$ cat src/design/smc_bus_pkg.sv
// Host-side types of the static memory controller
// Request and response words passed with the single-cycle host strobe
package smc_bus_pkg;

   // Transfer size, log2 of the byte count
   typedef enum logic [1:0]
   {
      XSIZ_8  = 2'd0,
      XSIZ_16 = 2'd1,
      XSIZ_32 = 2'd2
   } xfer_size_t;

   // ----------------------------
   // Host request, valid with the strobe only
   typedef struct packed
   {
      logic [31:0] addr;
      logic        write;          // 1 write, 0 read
      xfer_size_t  xfer_size;
      logic [31:0] wdata;          // Byte for offset k on lane k
   } host_req_t;

   // Host response, valid with rsp_valid
   typedef struct packed
   {
      logic [31:0] rdata;          // Lane aligned, unused lanes zero
      logic        error;          // Address hit no bank
   } host_rsp_t;

endpackage

$ cat src/design/smc_emi_pkg.sv
// Memory-side definitions of the static memory controller
// Bank table, access timing, FSM states and the external interface word
package smc_emi_pkg;

   // Bank data width, log2 of the byte count
   typedef enum logic [1:0]
   {
      BSIZ_8  = 2'd0,
      BSIZ_16 = 2'd1,
      BSIZ_32 = 2'd2
   } bus_size_t;

   // ----------------------------
   // Bank table, address bits 31:28 pick the bank
   localparam int NUM_BANKS = 3;

   localparam logic [31:0] BANK_BASE [NUM_BANKS] =
      '{32'h0000_0000, 32'h1000_0000, 32'h2000_0000};
   localparam logic [31:0] BANK_MASK [NUM_BANKS] =
      '{32'hF000_0000, 32'hF000_0000, 32'hF000_0000};
   localparam bus_size_t   BANK_BUS_SIZE [NUM_BANKS] =
      '{BSIZ_32, BSIZ_16, BSIZ_8};

   // Read/write cycles held by every external access
   localparam int ACCESS_CYCLES = 2;

   // Controller FSM states
   typedef enum logic [1:0]
   {
      SMC_IDLE = 2'd0,
      SMC_RW   = 2'd1,
      SMC_DONE = 2'd2
   } smc_state_t;

   // ----------------------------
   // External interface outputs, all strobes active low
   typedef struct packed
   {
      logic [31:0]          addr;
      logic [NUM_BANKS-1:0] n_cs;
      logic [3:0]           n_be;
      logic                 n_we;
      logic                 n_oe;
      logic [31:0]          wdata;
   } emi_out_t;

endpackage

$ cat src/design/smc_access_decode.sv
// Request decode for the static memory controller
// Bank match, bus size and access count, live on the strobe and held after it
`timescale 1ns/1ps

module smc_access_decode
(
   input  logic                                 sys_clk30,
   input  logic                                 n_sys_reset30,
   input  logic                                 valid_access,  // Host strobe
   input  smc_bus_pkg::host_req_t               req,
   output logic [smc_emi_pkg::NUM_BANKS-1:0]    v_cs,          // One-hot bank
   output smc_emi_pkg::bus_size_t               v_bus_size,
   output smc_bus_pkg::xfer_size_t              v_xfer_size,
   output logic [1:0]                           num_access,    // Accesses minus one
   output logic                                 addr_miss      // No bank hit
);

   typedef struct packed
   {
      logic [smc_emi_pkg::NUM_BANKS-1:0] cs;
      smc_emi_pkg::bus_size_t            bus_size;
      smc_bus_pkg::xfer_size_t           xfer_size;
      logic [1:0]                        num_access;
      logic                              miss;
   } decode_t;

   decode_t live_dec;   // From the request on the bus
   decode_t r_dec;      // Held for the rest of the transfer
   decode_t v_dec;      // Validated

   always_comb
   begin
      logic [1:0] span;  // log2(xfer bytes / bus bytes)
      live_dec.cs       = '0;
      live_dec.bus_size = smc_emi_pkg::BSIZ_32;        // Don't care on a miss
      for (int i = 0; i < smc_emi_pkg::NUM_BANKS; i++)
      begin
         if ((req.addr & smc_emi_pkg::BANK_MASK[i]) == smc_emi_pkg::BANK_BASE[i])
         begin
            live_dec.cs[i]    = 1'b1;
            live_dec.bus_size = smc_emi_pkg::BANK_BUS_SIZE[i];
         end
      end
      live_dec.xfer_size = req.xfer_size;
      live_dec.miss      = ~|live_dec.cs;
      span = 2'(req.xfer_size) - 2'(live_dec.bus_size);
      // Span 1 -> 1 extra access, span 2 -> 3 extra
      if (2'(req.xfer_size) > 2'(live_dec.bus_size))
         live_dec.num_access = {span[1], |span};
      else
         live_dec.num_access = 2'd0;                   // Fits in one access
   end

   always_ff @(posedge sys_clk30 or negedge n_sys_reset30)
   begin
      if (!n_sys_reset30)
         r_dec <= '0;
      else if (valid_access)
         r_dec <= live_dec;                            // Hold till next strobe
   end

   assign v_dec       = valid_access ? live_dec : r_dec;   // Live in request cycle
   assign v_cs        = v_dec.cs;
   assign v_bus_size  = v_dec.bus_size;
   assign v_xfer_size = v_dec.xfer_size;
   assign num_access  = v_dec.num_access;
   assign addr_miss   = v_dec.miss;

endmodule

$ cat src/design/smc_state_machine.sv
// Transfer sequencer for the static memory controller
// Steps a request through its external accesses and flags completion
`timescale 1ns/1ps

module smc_state_machine
(
   input  logic                      sys_clk30,
   input  logic                      n_sys_reset30,
   input  logic                      valid_access,   // Host strobe
   input  logic [1:0]                num_access,     // Accesses minus one
   input  logic                      addr_miss,      // No bank hit
   output smc_emi_pkg::smc_state_t   smc_nextstate,
   output logic [1:0]                r_num_access,   // Accesses still to go
   output logic                      access_end,     // Last cycle of an access
   output logic                      smc_done,       // One cycle in done state
   output logic                      busy
);

   smc_emi_pkg::smc_state_t smc_state;
   logic [1:0]              wait_cnt;     // Cycles spent in this access

   assign access_end = (smc_state == smc_emi_pkg::SMC_RW) &&
                       (wait_cnt == 2'(smc_emi_pkg::ACCESS_CYCLES - 1));
   assign smc_done   = (smc_state == smc_emi_pkg::SMC_DONE);

   // ----------------------------
   // Next state
   always_comb
   begin
      smc_nextstate = smc_state;
      case (smc_state)
         smc_emi_pkg::SMC_IDLE:
         begin
            if (valid_access)
               smc_nextstate = addr_miss ? smc_emi_pkg::SMC_DONE : smc_emi_pkg::SMC_RW;
         end
         smc_emi_pkg::SMC_RW:
         begin
            if (access_end && (r_num_access == 2'd0))
               smc_nextstate = smc_emi_pkg::SMC_DONE;   // Last access over
         end
         default:
            smc_nextstate = smc_emi_pkg::SMC_IDLE;      // Done lasts one cycle
      endcase
   end

   always_ff @(posedge sys_clk30 or negedge n_sys_reset30)
   begin
      if (!n_sys_reset30)
         smc_state <= smc_emi_pkg::SMC_IDLE;
      else
         smc_state <= smc_nextstate;
   end

   // ----------------------------
   // Wait and access counters
   always_ff @(posedge sys_clk30 or negedge n_sys_reset30)
   begin
      if (!n_sys_reset30)
      begin
         wait_cnt     <= 2'd0;
         r_num_access <= 2'd0;
      end
      else
      begin
         if (access_end || (smc_state != smc_emi_pkg::SMC_RW))
            wait_cnt <= 2'd0;                  // Restart for next access
         else
            wait_cnt <= wait_cnt + 2'd1;
         if (valid_access)
            r_num_access <= num_access;
         else if (access_end && (r_num_access != 2'd0))
            r_num_access <= r_num_access - 2'd1;
      end
   end

   // Busy through the response cycle
   always_ff @(posedge sys_clk30 or negedge n_sys_reset30)
   begin
      if (!n_sys_reset30)
         busy <= 1'b0;
      else
         busy <= (smc_nextstate != smc_emi_pkg::SMC_IDLE) || smc_done;
   end

   // No back-pressure, host must wait out busy
   a_no_strobe_busy: assert property (@(posedge sys_clk30) disable iff (!n_sys_reset30)
      busy |-> !valid_access);

endmodule

$ cat src/design/smc_addr_gen.sv
// External address, chip select and byte enable generation
// Loads the first access address on the strobe and steps bits 1:0 per access
`timescale 1ns/1ps

module smc_addr_gen
(
   input  logic                               sys_clk30,
   input  logic                               n_sys_reset30,
   input  logic                               valid_access,  // Host strobe
   input  logic [1:0]                         r_num_access,  // Accesses still to go
   input  smc_emi_pkg::bus_size_t             v_bus_size,
   input  smc_bus_pkg::xfer_size_t            v_xfer_size,
   input  logic [smc_emi_pkg::NUM_BANKS-1:0]  v_cs,          // Validated one-hot bank
   input  logic [31:0]                        addr,          // Host address
   input  logic                               smc_done,
   input  logic                               access_end,
   input  smc_emi_pkg::smc_state_t            smc_nextstate,
   output logic [31:0]                        smc_addr,      // External address
   output logic [3:0]                         smc_n_be,      // External byte enables
   output logic [smc_emi_pkg::NUM_BANKS-1:0]  smc_n_cs,      // External chip selects
   output logic [3:0]                         n_be           // Unregistered enables
);

   logic [smc_emi_pkg::NUM_BANKS-1:0] r_cs;     // Stored bank select
   logic [1:0]                        r_addr;   // Stored address bits 1:0
   logic [1:0]                        v_addr;   // Validated address bits 1:0
   logic                              rw_next;

   assign rw_next = (smc_nextstate == smc_emi_pkg::SMC_RW);
   assign v_addr  = valid_access ? addr[1:0] : r_addr;

   // ----------------------------
   // Stores
   always_ff @(posedge sys_clk30 or negedge n_sys_reset30)
   begin
      if (!n_sys_reset30)
      begin
         r_cs   <= '0;
         r_addr <= 2'd0;
      end
      else if (valid_access)
      begin
         r_cs   <= v_cs;
         r_addr <= addr[1:0];
      end
      else if (smc_done)
         r_cs <= '0;                           // Release bank at end of transfer
   end

   // ----------------------------
   // External address
   always_ff @(posedge sys_clk30 or negedge n_sys_reset30)
   begin
      if (!n_sys_reset30)
         smc_addr <= 32'h0;
      else if (valid_access)
      begin
         smc_addr[31:2] <= addr[31:2];
         case (v_xfer_size)                    // First access, aligned to transfer
            smc_bus_pkg::XSIZ_8:  smc_addr[1:0] <= addr[1:0];
            smc_bus_pkg::XSIZ_16: smc_addr[1:0] <= {addr[1], 1'b0};
            default:              smc_addr[1:0] <= 2'b00;
         endcase
      end
      else if (access_end && (r_num_access != 2'd0))
      begin
         case (v_bus_size)                     // Up by one bus width
            smc_emi_pkg::BSIZ_8:  smc_addr[1:0] <= smc_addr[1:0] + 2'd1;
            smc_emi_pkg::BSIZ_16: smc_addr[1:0] <= smc_addr[1:0] + 2'd2;
            default:              smc_addr[1:0] <= smc_addr[1:0];
         endcase
      end
   end

   // ----------------------------
   // Internal byte enables, little-endian
   always_comb
   begin
      if (|v_cs)
      begin
         casez ({v_xfer_size, v_bus_size, v_addr})
            {smc_bus_pkg::XSIZ_8,  smc_emi_pkg::BSIZ_8,  2'b??}: n_be = 4'b1110;
            {smc_bus_pkg::XSIZ_8,  smc_emi_pkg::BSIZ_16, 2'b?0}: n_be = 4'b1110;
            {smc_bus_pkg::XSIZ_8,  smc_emi_pkg::BSIZ_16, 2'b?1}: n_be = 4'b1101;
            {smc_bus_pkg::XSIZ_8,  smc_emi_pkg::BSIZ_32, 2'b00}: n_be = 4'b1110;
            {smc_bus_pkg::XSIZ_8,  smc_emi_pkg::BSIZ_32, 2'b01}: n_be = 4'b1101;
            {smc_bus_pkg::XSIZ_8,  smc_emi_pkg::BSIZ_32, 2'b10}: n_be = 4'b1011;
            {smc_bus_pkg::XSIZ_8,  smc_emi_pkg::BSIZ_32, 2'b11}: n_be = 4'b0111;
            {smc_bus_pkg::XSIZ_16, smc_emi_pkg::BSIZ_8,  2'b??}: n_be = 4'b1110;
            {smc_bus_pkg::XSIZ_16, smc_emi_pkg::BSIZ_16, 2'b??}: n_be = 4'b1100;
            {smc_bus_pkg::XSIZ_16, smc_emi_pkg::BSIZ_32, 2'b0?}: n_be = 4'b1100;
            {smc_bus_pkg::XSIZ_16, smc_emi_pkg::BSIZ_32, 2'b1?}: n_be = 4'b0011;
            {smc_bus_pkg::XSIZ_32, smc_emi_pkg::BSIZ_8,  2'b??}: n_be = 4'b1110;
            {smc_bus_pkg::XSIZ_32, smc_emi_pkg::BSIZ_16, 2'b??}: n_be = 4'b1100;
            {smc_bus_pkg::XSIZ_32, smc_emi_pkg::BSIZ_32, 2'b??}: n_be = 4'b0000;
            default:                                             n_be = 4'b1111;
         endcase
      end
      else
         n_be = 4'b1111;                       // No bank, nothing enabled
   end

   // ----------------------------
   // Registered selects, only while accessing
   always_ff @(posedge sys_clk30 or negedge n_sys_reset30)
   begin
      if (!n_sys_reset30)
      begin
         smc_n_cs <= '1;
         smc_n_be <= 4'hF;
      end
      else if (rw_next)
      begin
         smc_n_cs <= ~(valid_access ? v_cs : r_cs);
         smc_n_be <= n_be;
      end
      else
      begin
         smc_n_cs <= '1;
         smc_n_be <= 4'hF;
      end
   end

   a_one_cs: assert property (@(posedge sys_clk30) disable iff (!n_sys_reset30)
      $onehot0(~smc_n_cs));
   a_be_with_cs: assert property (@(posedge sys_clk30) disable iff (!n_sys_reset30)
      !(&smc_n_cs) |-> (smc_n_be != 4'hF));

endmodule

$ cat src/design/smc_data_path.sv
// Write lane steering and read lane assembly for the memory controller
// Returns the host response one cycle after the last external access
`timescale 1ns/1ps

module smc_data_path
(
   input  logic                      sys_clk30,
   input  logic                      n_sys_reset30,
   input  smc_bus_pkg::host_req_t    req,
   input  logic                      valid_access,   // Host strobe
   input  smc_emi_pkg::bus_size_t    v_bus_size,
   input  logic [1:0]                smc_addr_lo,    // Current access offset
   input  logic                      access_end,
   input  logic                      smc_done,
   input  logic                      addr_miss,
   input  smc_emi_pkg::smc_state_t   smc_nextstate,
   input  logic [31:0]               emi_rdata,
   output logic [31:0]               emi_wdata,
   output logic                      n_we,
   output logic                      n_oe,
   output logic                      rsp_valid,
   output smc_bus_pkg::host_rsp_t    rsp
);

   logic [31:0] r_wdata;      // Write word from the strobe
   logic        r_write;
   logic [3:0]  lane_mask;    // Lanes of the host transfer
   logic [3:0]  r_mask;
   logic [31:0] byte_mask;
   logic [31:0] r_rdata;      // Read word being assembled
   logic        write_v;

   assign write_v = valid_access ? req.write : r_write;

   always_comb
   begin
      case (req.xfer_size)
         smc_bus_pkg::XSIZ_8:  lane_mask = 4'b0001 << req.addr[1:0];
         smc_bus_pkg::XSIZ_16: lane_mask = req.addr[1] ? 4'b1100 : 4'b0011;
         default:              lane_mask = 4'b1111;
      endcase
      for (int k = 0; k < 4; k++)
         byte_mask[8*k +: 8] = {8{r_mask[k]}};
   end

   always_ff @(posedge sys_clk30)
   begin
      if (valid_access)
      begin
         r_wdata <= req.wdata;
         r_mask  <= lane_mask;
      end
   end

   always_ff @(posedge sys_clk30 or negedge n_sys_reset30)
   begin
      if (!n_sys_reset30)
         r_write <= 1'b0;
      else if (valid_access)
         r_write <= req.write;
   end

   // ----------------------------
   // Write steering, narrow banks take the addressed lanes low
   always_comb
   begin
      emi_wdata = r_wdata;
      case (v_bus_size)
         smc_emi_pkg::BSIZ_8:  emi_wdata[7:0]  = r_wdata[{smc_addr_lo, 3'b000} +: 8];
         smc_emi_pkg::BSIZ_16: emi_wdata[15:0] = r_wdata[{smc_addr_lo[1], 4'b0000} +: 16];
         default: ;
      endcase
   end

   // Strobes line up with the chip select
   always_ff @(posedge sys_clk30 or negedge n_sys_reset30)
   begin
      if (!n_sys_reset30)
      begin
         n_we <= 1'b1;
         n_oe <= 1'b1;
      end
      else
      begin
         n_we <= ~((smc_nextstate == smc_emi_pkg::SMC_RW) & write_v);
         n_oe <= ~((smc_nextstate == smc_emi_pkg::SMC_RW) & ~write_v);
      end
   end

   // ----------------------------
   // Read assembly, one capture per access end
   always_ff @(posedge sys_clk30)
   begin
      if (valid_access)
         r_rdata <= '0;
      else if (access_end && !r_write)
      begin
         case (v_bus_size)
            smc_emi_pkg::BSIZ_8:  r_rdata[{smc_addr_lo, 3'b000} +: 8]     <= emi_rdata[7:0];
            smc_emi_pkg::BSIZ_16: r_rdata[{smc_addr_lo[1], 4'b0000} +: 16] <= emi_rdata[15:0];
            default:              r_rdata <= emi_rdata;
         endcase
      end
   end

   always_ff @(posedge sys_clk30 or negedge n_sys_reset30)
   begin
      if (!n_sys_reset30)
         rsp_valid <= 1'b0;
      else
         rsp_valid <= smc_done;
   end

   always_ff @(posedge sys_clk30)
   begin
      if (smc_done)
      begin
         rsp.rdata <= r_rdata & byte_mask;    // Unused lanes zero
         rsp.error <= addr_miss;
      end
   end

endmodule

$ cat src/design/smc_lite_top.sv
// Top level of the light static memory controller
// Connects decode, FSM, address and data blocks and packs the external bus
`timescale 1ns/1ps

module smc_lite_top
(
   input  logic                      sys_clk30,
   input  logic                      n_sys_reset30,
   input  logic                      req_valid,     // One-cycle host strobe
   input  smc_bus_pkg::host_req_t    req,
   input  logic [31:0]               emi_rdata,     // Combinational from memory
   output logic                      busy,
   output logic                      rsp_valid,
   output smc_bus_pkg::host_rsp_t    rsp,
   output smc_emi_pkg::emi_out_t     emi
);

   logic [smc_emi_pkg::NUM_BANKS-1:0] v_cs;
   smc_emi_pkg::bus_size_t            v_bus_size;
   smc_bus_pkg::xfer_size_t           v_xfer_size;
   logic [1:0]                        num_access;
   logic                              addr_miss;
   smc_emi_pkg::smc_state_t           smc_nextstate;
   logic [1:0]                        r_num_access;
   logic                              access_end;
   logic                              smc_done;
   logic [31:0]                       smc_addr;
   logic [3:0]                        smc_n_be;
   logic [smc_emi_pkg::NUM_BANKS-1:0] smc_n_cs;
   logic [31:0]                       emi_wdata;
   logic                              n_we;
   logic                              n_oe;

   smc_access_decode u_decode
   (
      .sys_clk30, .n_sys_reset30, .valid_access (req_valid), .req,
      .v_cs, .v_bus_size, .v_xfer_size, .num_access, .addr_miss
   );

   smc_state_machine u_fsm
   (
      .sys_clk30, .n_sys_reset30, .valid_access (req_valid), .num_access, .addr_miss,
      .smc_nextstate, .r_num_access, .access_end, .smc_done, .busy
   );

   smc_addr_gen u_addr
   (
      .sys_clk30, .n_sys_reset30, .valid_access (req_valid), .r_num_access,
      .v_bus_size, .v_xfer_size, .v_cs, .addr (req.addr), .smc_done, .access_end,
      .smc_nextstate, .smc_addr, .smc_n_be, .smc_n_cs,
      .n_be ()                                          // Per-lane strobes unused here
   );

   smc_data_path u_data
   (
      .sys_clk30, .n_sys_reset30, .req, .valid_access (req_valid), .v_bus_size,
      .smc_addr_lo (smc_addr[1:0]), .access_end, .smc_done, .addr_miss,
      .smc_nextstate, .emi_rdata, .emi_wdata, .n_we, .n_oe, .rsp_valid, .rsp
   );

   // External bus word
   assign emi = '{addr: smc_addr, n_cs: smc_n_cs, n_be: smc_n_be,
                  n_we: n_we, n_oe: n_oe, wdata: emi_wdata};

endmodule

$ cat config.mk
export PLATFORM = sky130hd
export DESIGN_NAME = smc_lite_top
export DESIGN_NICKNAME = d
export VERILOG_FILES = /design/src/design/smc_bus_pkg.sv /design/src/design/smc_emi_pkg.sv /design/src/design/smc_access_decode.sv /design/src/design/smc_state_machine.sv /design/src/design/smc_addr_gen.sv /design/src/design/smc_data_path.sv /design/src/design/smc_lite_top.sv
export SDC_FILE = /design/constraint.sdc
export NUM_CORES = 1
export LEC_CHECK = 0
export BUFFER_PORTS_ARGS = -buffer_cell sky130_fd_sc_hd__buf_4
export CAP_MARGIN = 10
export CORE_ASPECT_RATIO = 0.5
export CORE_UTILIZATION = 52
export DETAILED_ROUTE_END_ITERATION = 10
export GPL_TIMING_DRIVEN = 0
export HOLD_SLACK_MARGIN = 0.02
export PLACE_DENSITY = 0.9
export SYNTH_ARGS = -nofsm -noshare
export SYNTH_HDL_FRONTEND = slang
export SYNTH_SLANG_ARGS = --single-unit
$ cat constraint.sdc
create_clock -name sys_clk30 -period 3.67 [get_ports sys_clk30]
set_input_delay 0.367 -clock sys_clk30 [delete_from_list [all_inputs] [get_ports sys_clk30]]
set_output_delay 0.367 -clock sys_clk30 [all_outputs]
set_load 0.005 [all_outputs]
Word level (Yosys, flattened, before mapping)
Cells that the tools add are included.

word-level totals
  output and inout bits = 108
  bits in registers = 166
  logic and storage cells = 130

operators by class
  $add $sub $neg = 7
  order comparisons = 1
  reduce and logical (&&, ||, !) cells = 27
  bitwise gates (word level) = 7
  equal/unequal tests = 23
  mux-type cells = 34
  shift-type cells = 7

operators by type and width
  cell                                                                     count
  32-bit bitwise mux                                                       2
  32-bit one-hot mux with 2 select lines                                   1
  32-bit bitwise AND                                                       1
  32-bit logical NOT                                                       1
  16-bit by 7-bit variable shift with 32-bit output, first input constant  1
  8-bit by 7-bit variable shift with 32-bit output, first input constant   1
  16-bit by 7-bit variable part select with 32-bit output                  1
  32-bit by 6-bit variable part select with 16-bit output                  1
  32-bit by 6-bit variable part select with 8-bit output                   1
  8-bit by 7-bit variable part select with 32-bit output                   1
  4-bit one-hot mux with 7 select lines                                    1
  6-bit by 4-bit equality test with 1-bit output, second input constant    4
  2-bit two-way mux                                                        12
  8-bit one-hot mux with 2 select lines                                    1
  3-bit two-way mux                                                        5
  5-bit negation with 7-bit output                                         2
  2-bit by 1-bit equality test with 1-bit output, second input constant    6
  4-bit equality test, second input constant                               3
  4-bit two-way mux                                                        3
  2-bit one-hot mux with 2 select lines                                    3
  5-bit by 2-bit equality test with 1-bit output, second input constant    2
  5-bit by 4-bit equality test with 1-bit output, second input constant    2
  2-bit logical NOT                                                        5
  10-bit two-way mux                                                       1
  other kinds (27)                                                         45

Depth between registers and ports, before layout
  depth in word-level cells = 14
  gate-level depth with buffers = 9
  gate-level depth less buffers = 9

Hierarchy
From an unflattened synthesis, not the netlist that was laid out.

second synthesis, totals
  cells, all modules = 585
  area total of the unflattened synthesis = 7338.3 µm²

by module, submodules not included
  module             sequential area each (µm²)  cells each  instances  area each (µm²)
  smc_data_path      2815.2                      361         1          4591.9
  smc_addr_gen       1109.8                      142         1          1886.8
  smc_access_decode  250.2                       44          1          495.5
  smc_state_machine  175.2                       36          1          349.1
  smc_lite_top       0.0                         2           1          15.0

Worst setup path after synthesis
OpenSTA, ideal clock, no wires.

  kind = register -> register
  from = register u_fsm.smc_state[1]
  to = register u_data.rsp[0] (netlist name)
  cell stages (with the launch flop) = 3
  slack = 0.956 ns
  path buffers = 1
  setup time = 0.433 ns
  required time = 3.237 ns
  arrival time = 2.281 ns
  cells stage by stage = dfrtp_1 -> clkbuf_1 -> nor2b_1

on the way
  cells in the longest elaborated chain, start to end = 1

ends and longest elaborated chain
  element                   line                     RTL
  start: declaration        smc_state_machine.sv:19  smc_emi_pkg::smc_state_t smc_state;
  start signal: assignment  smc_state_machine.sv:50  smc_state <= smc_emi_pkg::SMC_IDLE;
  start signal: assignment  smc_state_machine.sv:52  smc_state <= smc_nextstate;
  2-bit equality test       smc_state_machine.sv:24  assign smc_done = (smc_state == smc_emi_pkg::SMC_DONE);
  via smc_done              smc_lite_top.sv:26       logic smc_done;

The timed path passes the listed nets, and every way through them passes these cells.
A chain may end at the register's enable or synchronous reset.

==> results.sh <==
export IMPL_via_per_inst=5.840
export IMPL_clkTransAtPathRegs_ps=70
export IMPL_fmax_ghz=0.3323
export IMPL_antenna_found_initial=0
export IMPL_p_comb_frac=0.181
export IMPL_top_signal_layer_used="met4"
export IMPL_vias=5881
export IMPL_synth_distinct_cells=61
export IMPL_area_growth_pct=32.88
export IMPL_postRouteAntennaNets=0
export IMPL_cts_num_sinks=164
export IMPL_place_congestion=0.8870
export IMPL_synth_compound_area_frac=0.1314
export IMPL_cp_data_arrival_time_ps=2640
export IMPL_syn_area_mm2=0.007296
export IMPL_clk_path_buf_depth=2
export IMPL_grt_remaining_overflow=0
export IMPL_dpl_cell_count=975
export IMPL_postSynthAreaPerCell_um2=12.73
export IMPL_seq_area_frac_synth=0.5894
export IMPL_crit_path_start_kind="input port"
export IMPL_cts_resized=0
export IMPL_die_height_um=85.76
export IMPL_muxShareOfSynthArea=0.09947
export IMPL_top_level_ports=210
export IMPL_post_cts_buffers=0
export IMPL_synth_cells=573
export IMPL_cts_hold_buffers=0
export IMPL_grt_pass1_wl_um=30310
export IMPL_drc_errors=0
export IMPL_tns_ps=0
export IMPL_relSlewSlack=0.4082
export IMPL_worstHoldPathType="in -> async"
export IMPL_end_kind="output port"
export IMPL_dr_wl_met3_um=1743
export IMPL_synthTopCellsByArea="edfxtp_1 28%, dfrtp_1 19%, dfxtp_1 8.8%, mux2_2 6.2%, dfstp_2 3.2%"
export IMPL_cts_tree="done"
export IMPL_met2WireLength_um=9464
export IMPL_wirelength_met1_um=7418
export IMPL_ys_flop_type="edfxtp_1"
export IMPL_synthSimpleGateAreaFrac=0.09998
export IMPL_row_count=30
export IMPL_die_w_um=169.5
export IMPL_coreArea_mm2=0.01363
export IMPL_synth_edf_count=69
export IMPL_fin_hold_ws_ps=35.86
export IMPL_drt_first_pass_iters=5
export IMPL_setup_viol=0
export IMPL_seqPwrFrac=0.460
export IMPL_ys_async_sr_fraction=0.3841
export IMPL_dp_hpwl_um=13780
export IMPL_start_util=0.5354
export IMPL_yosysTopAreaCell="edfxtp_1"
export IMPL_path_class="in -> out"
export IMPL_drt_initial_drc_count=634
export IMPL_final_common_cell="buf_4"
export IMPL_drive_above_1_share=0.4344
export IMPL_maxCapViolCount=0
export IMPL_h_tree_depth=4
export IMPL_gr_usage_all_layers=0.2727
export IMPL_p_switching_mw=1.265
export IMPL_avgRoutedWirePerCell_um=19.25
export IMPL_status="finished clean"
export IMPL_rsz0062_at_grt="no"
export IMPL_clk_root_buffer_cell="clkbuf_16"
export IMPL_worstPathMaxFanout=37
export IMPL_synthXorXnorAreaFrac=0.001200
export IMPL_yosysWarnings=0
export IMPL_wirelength_um=19380
export IMPL_synth_ff_latch_count=164
export IMPL_clkPwrFrac=0.359
export IMPL_yosysTopAreaCellShare=0.2840
export IMPL_switching_share=0.2675
export IMPL_power_density_mw_per_mm2=487.9
export IMPL_slew_viol_final=0
export IMPL_leakagePower_nw=4.136
export IMPL_n_antenna_cell=0
export IMPL_hold_viol_final=0
export IMPL_cp_required_ps=3300
export IMPL_numCtsBuffers=17
export IMPL_dieArea_mm2=0.01454
export IMPL_grt_pass1_vias=6049
export IMPL_synth_adder_area_share=0.01818
export IMPL_fin_nets=914
export IMPL_ir_drop_mv=0.2700
export IMPL_p_int_mw=3.465
export IMPL_post_route_period_util=0.8201
export IMPL_worst_clock_skew_ps=12.56
export IMPL_post_route_min_period_ps=3010
export IMPL_layout_common_cells="227 x buf_4, 69 x edfxtp_1, 54 x dfrtp_1"
export IMPL_synth_nets=685
export IMPL_port_buffers=209
export IMPL_grt_max_degree=64
export IMPL_tightest_slew_ps=880.9
export IMPL_clock_latency_ps=420
export IMPL_layoutNonFillerInstCount=1007
export IMPL_synth_top_family_by_area="compound AO/OA/AOI/OAI gates"
[metal layers]
layer	track usage	vias up
met1	0.3347	2871
met3	0.06414	86
li1	-	2560
met2	0.4609	364
met4	0.1327	0
met5	0	-
[cell families after synthesis]
logic type | Yosys count
adders and majority gates | 10
xor gates and xnor gates | 1
muxes | 55
AOI/OAI and AO/OA | 132
DFF | 164
buffers and inverters | 76
and+or+nand+nor | 135
[synthesized netlist by cell type (all sizes together), types with 2 or more instances]
cell	n
dfstp	9
nand2b	3
a221o	9
a32oi	9
nand3	5
a31oi	6
ha	9
inv	32
and3	8
a21oi	18
or4	2
a31o	2
nand2	29
and2	34
o221ai	2
a311oi	8
nor2b	5
edfxtp	69
dfrtp	54
nor2	35
mux4	8
o31ai	3
buf	36
o21ai	34
nor3	4
a22o	8
mux2i	7
nand3b	2
o211ai	2
o22ai	24
dfxtp	32
mux2	40
clkbuf	8
nand4	3
[worst max-delay path, cell delays in order]
cell	delay [ps]
buf_4	410
buf_6	220
buf_2	320
a31o_2	270
inv_1	160
a21oi_4	310
buf_6	200
nor2_1	50
a21oi_1	160
buf_4	160
[power by group through the flow]
stage | clock network, mW | logic, mW | registers (mW)
after floorplan | 0 | 0.401 | 2.20
after global placement | 0 | 0.793 | 2.20
after detailed placement | 0 | 0.843 | 2.21
after CTS | 1.72 | 0.854 | 2.17
after global routing | 1.79 | 0.918 | 2.19
final | 1.70 | 0.857 | 2.17
[sequential cells by signal, summed over array words and instances, names as in the netlist, 3 cells and up]
| signal | flops |
|---|---|
| u_addr.smc_n_cs | 3 |
| u_data.r_rdata | 32 |
| u_data.r_mask | 4 |
| u_addr.r_cs | 3 |
| u_addr.smc_n_be | 4 |
| u_decode.r_dec | 8 |
| u_data.rsp | 33 |
| u_data.r_wdata | 32 |
| u_addr.smc_addr | 32 |
[stage by stage]
step | worst slack (ps) | area (um2) | power (mW) | utilization
after floorplan | 956.3 | 7296 | 2.602 | -
after global placement | 236.5 | 9105 | 2.997 | 0.6682
after detailed placement | 767.2 | 9133 | 3.051 | 0.6702
after CTS | 726.8 | 9694 | 4.744 | 0.7115
after global routing | 571.3 | 9694 | 4.899 | 0.7115
final | 660.3 | 9694 | 4.730 | 0.7115
[final timing paths]
check	cells past startpoint	to	startpoint	slack (ps)
hold / removal	1	u_data.rsp_valid$_DFF_PN0_	n_sys_reset30	40
setup reg to reg	7	u_data.r_rdata[24]$_SDFFE_PP0P_	u_addr.smc_addr[1]$_DFFE_PN0P_	1180
max in group asynchronous	1	u_addr.smc_addr[13]$_DFFE_PN0P_	n_sys_reset30	3120
setup / recovery	10	emi[0]	req_valid	660
hold reg to reg	1	u_fsm.wait_cnt[0]$_DFF_PN0_	u_fsm.wait_cnt[0]$_DFF_PN0_	430
min in group sys_clk30	1	u_data.r_wdata[30]$_DFFE_PP_	req[30]	120
[final cells by class]
type                    instances  area (um2)
inverters                      32       125.1
multi-input cells             333        2562
well taps                     192       240.2
plain buffers                  44       315.3
flip-flops and latches        164        4300
fillers                       915        3931
clock buffers                  20       467.9
clock inverters                12       93.84
repair buffers                210        1589
Power figures use the tool's default switching activity.
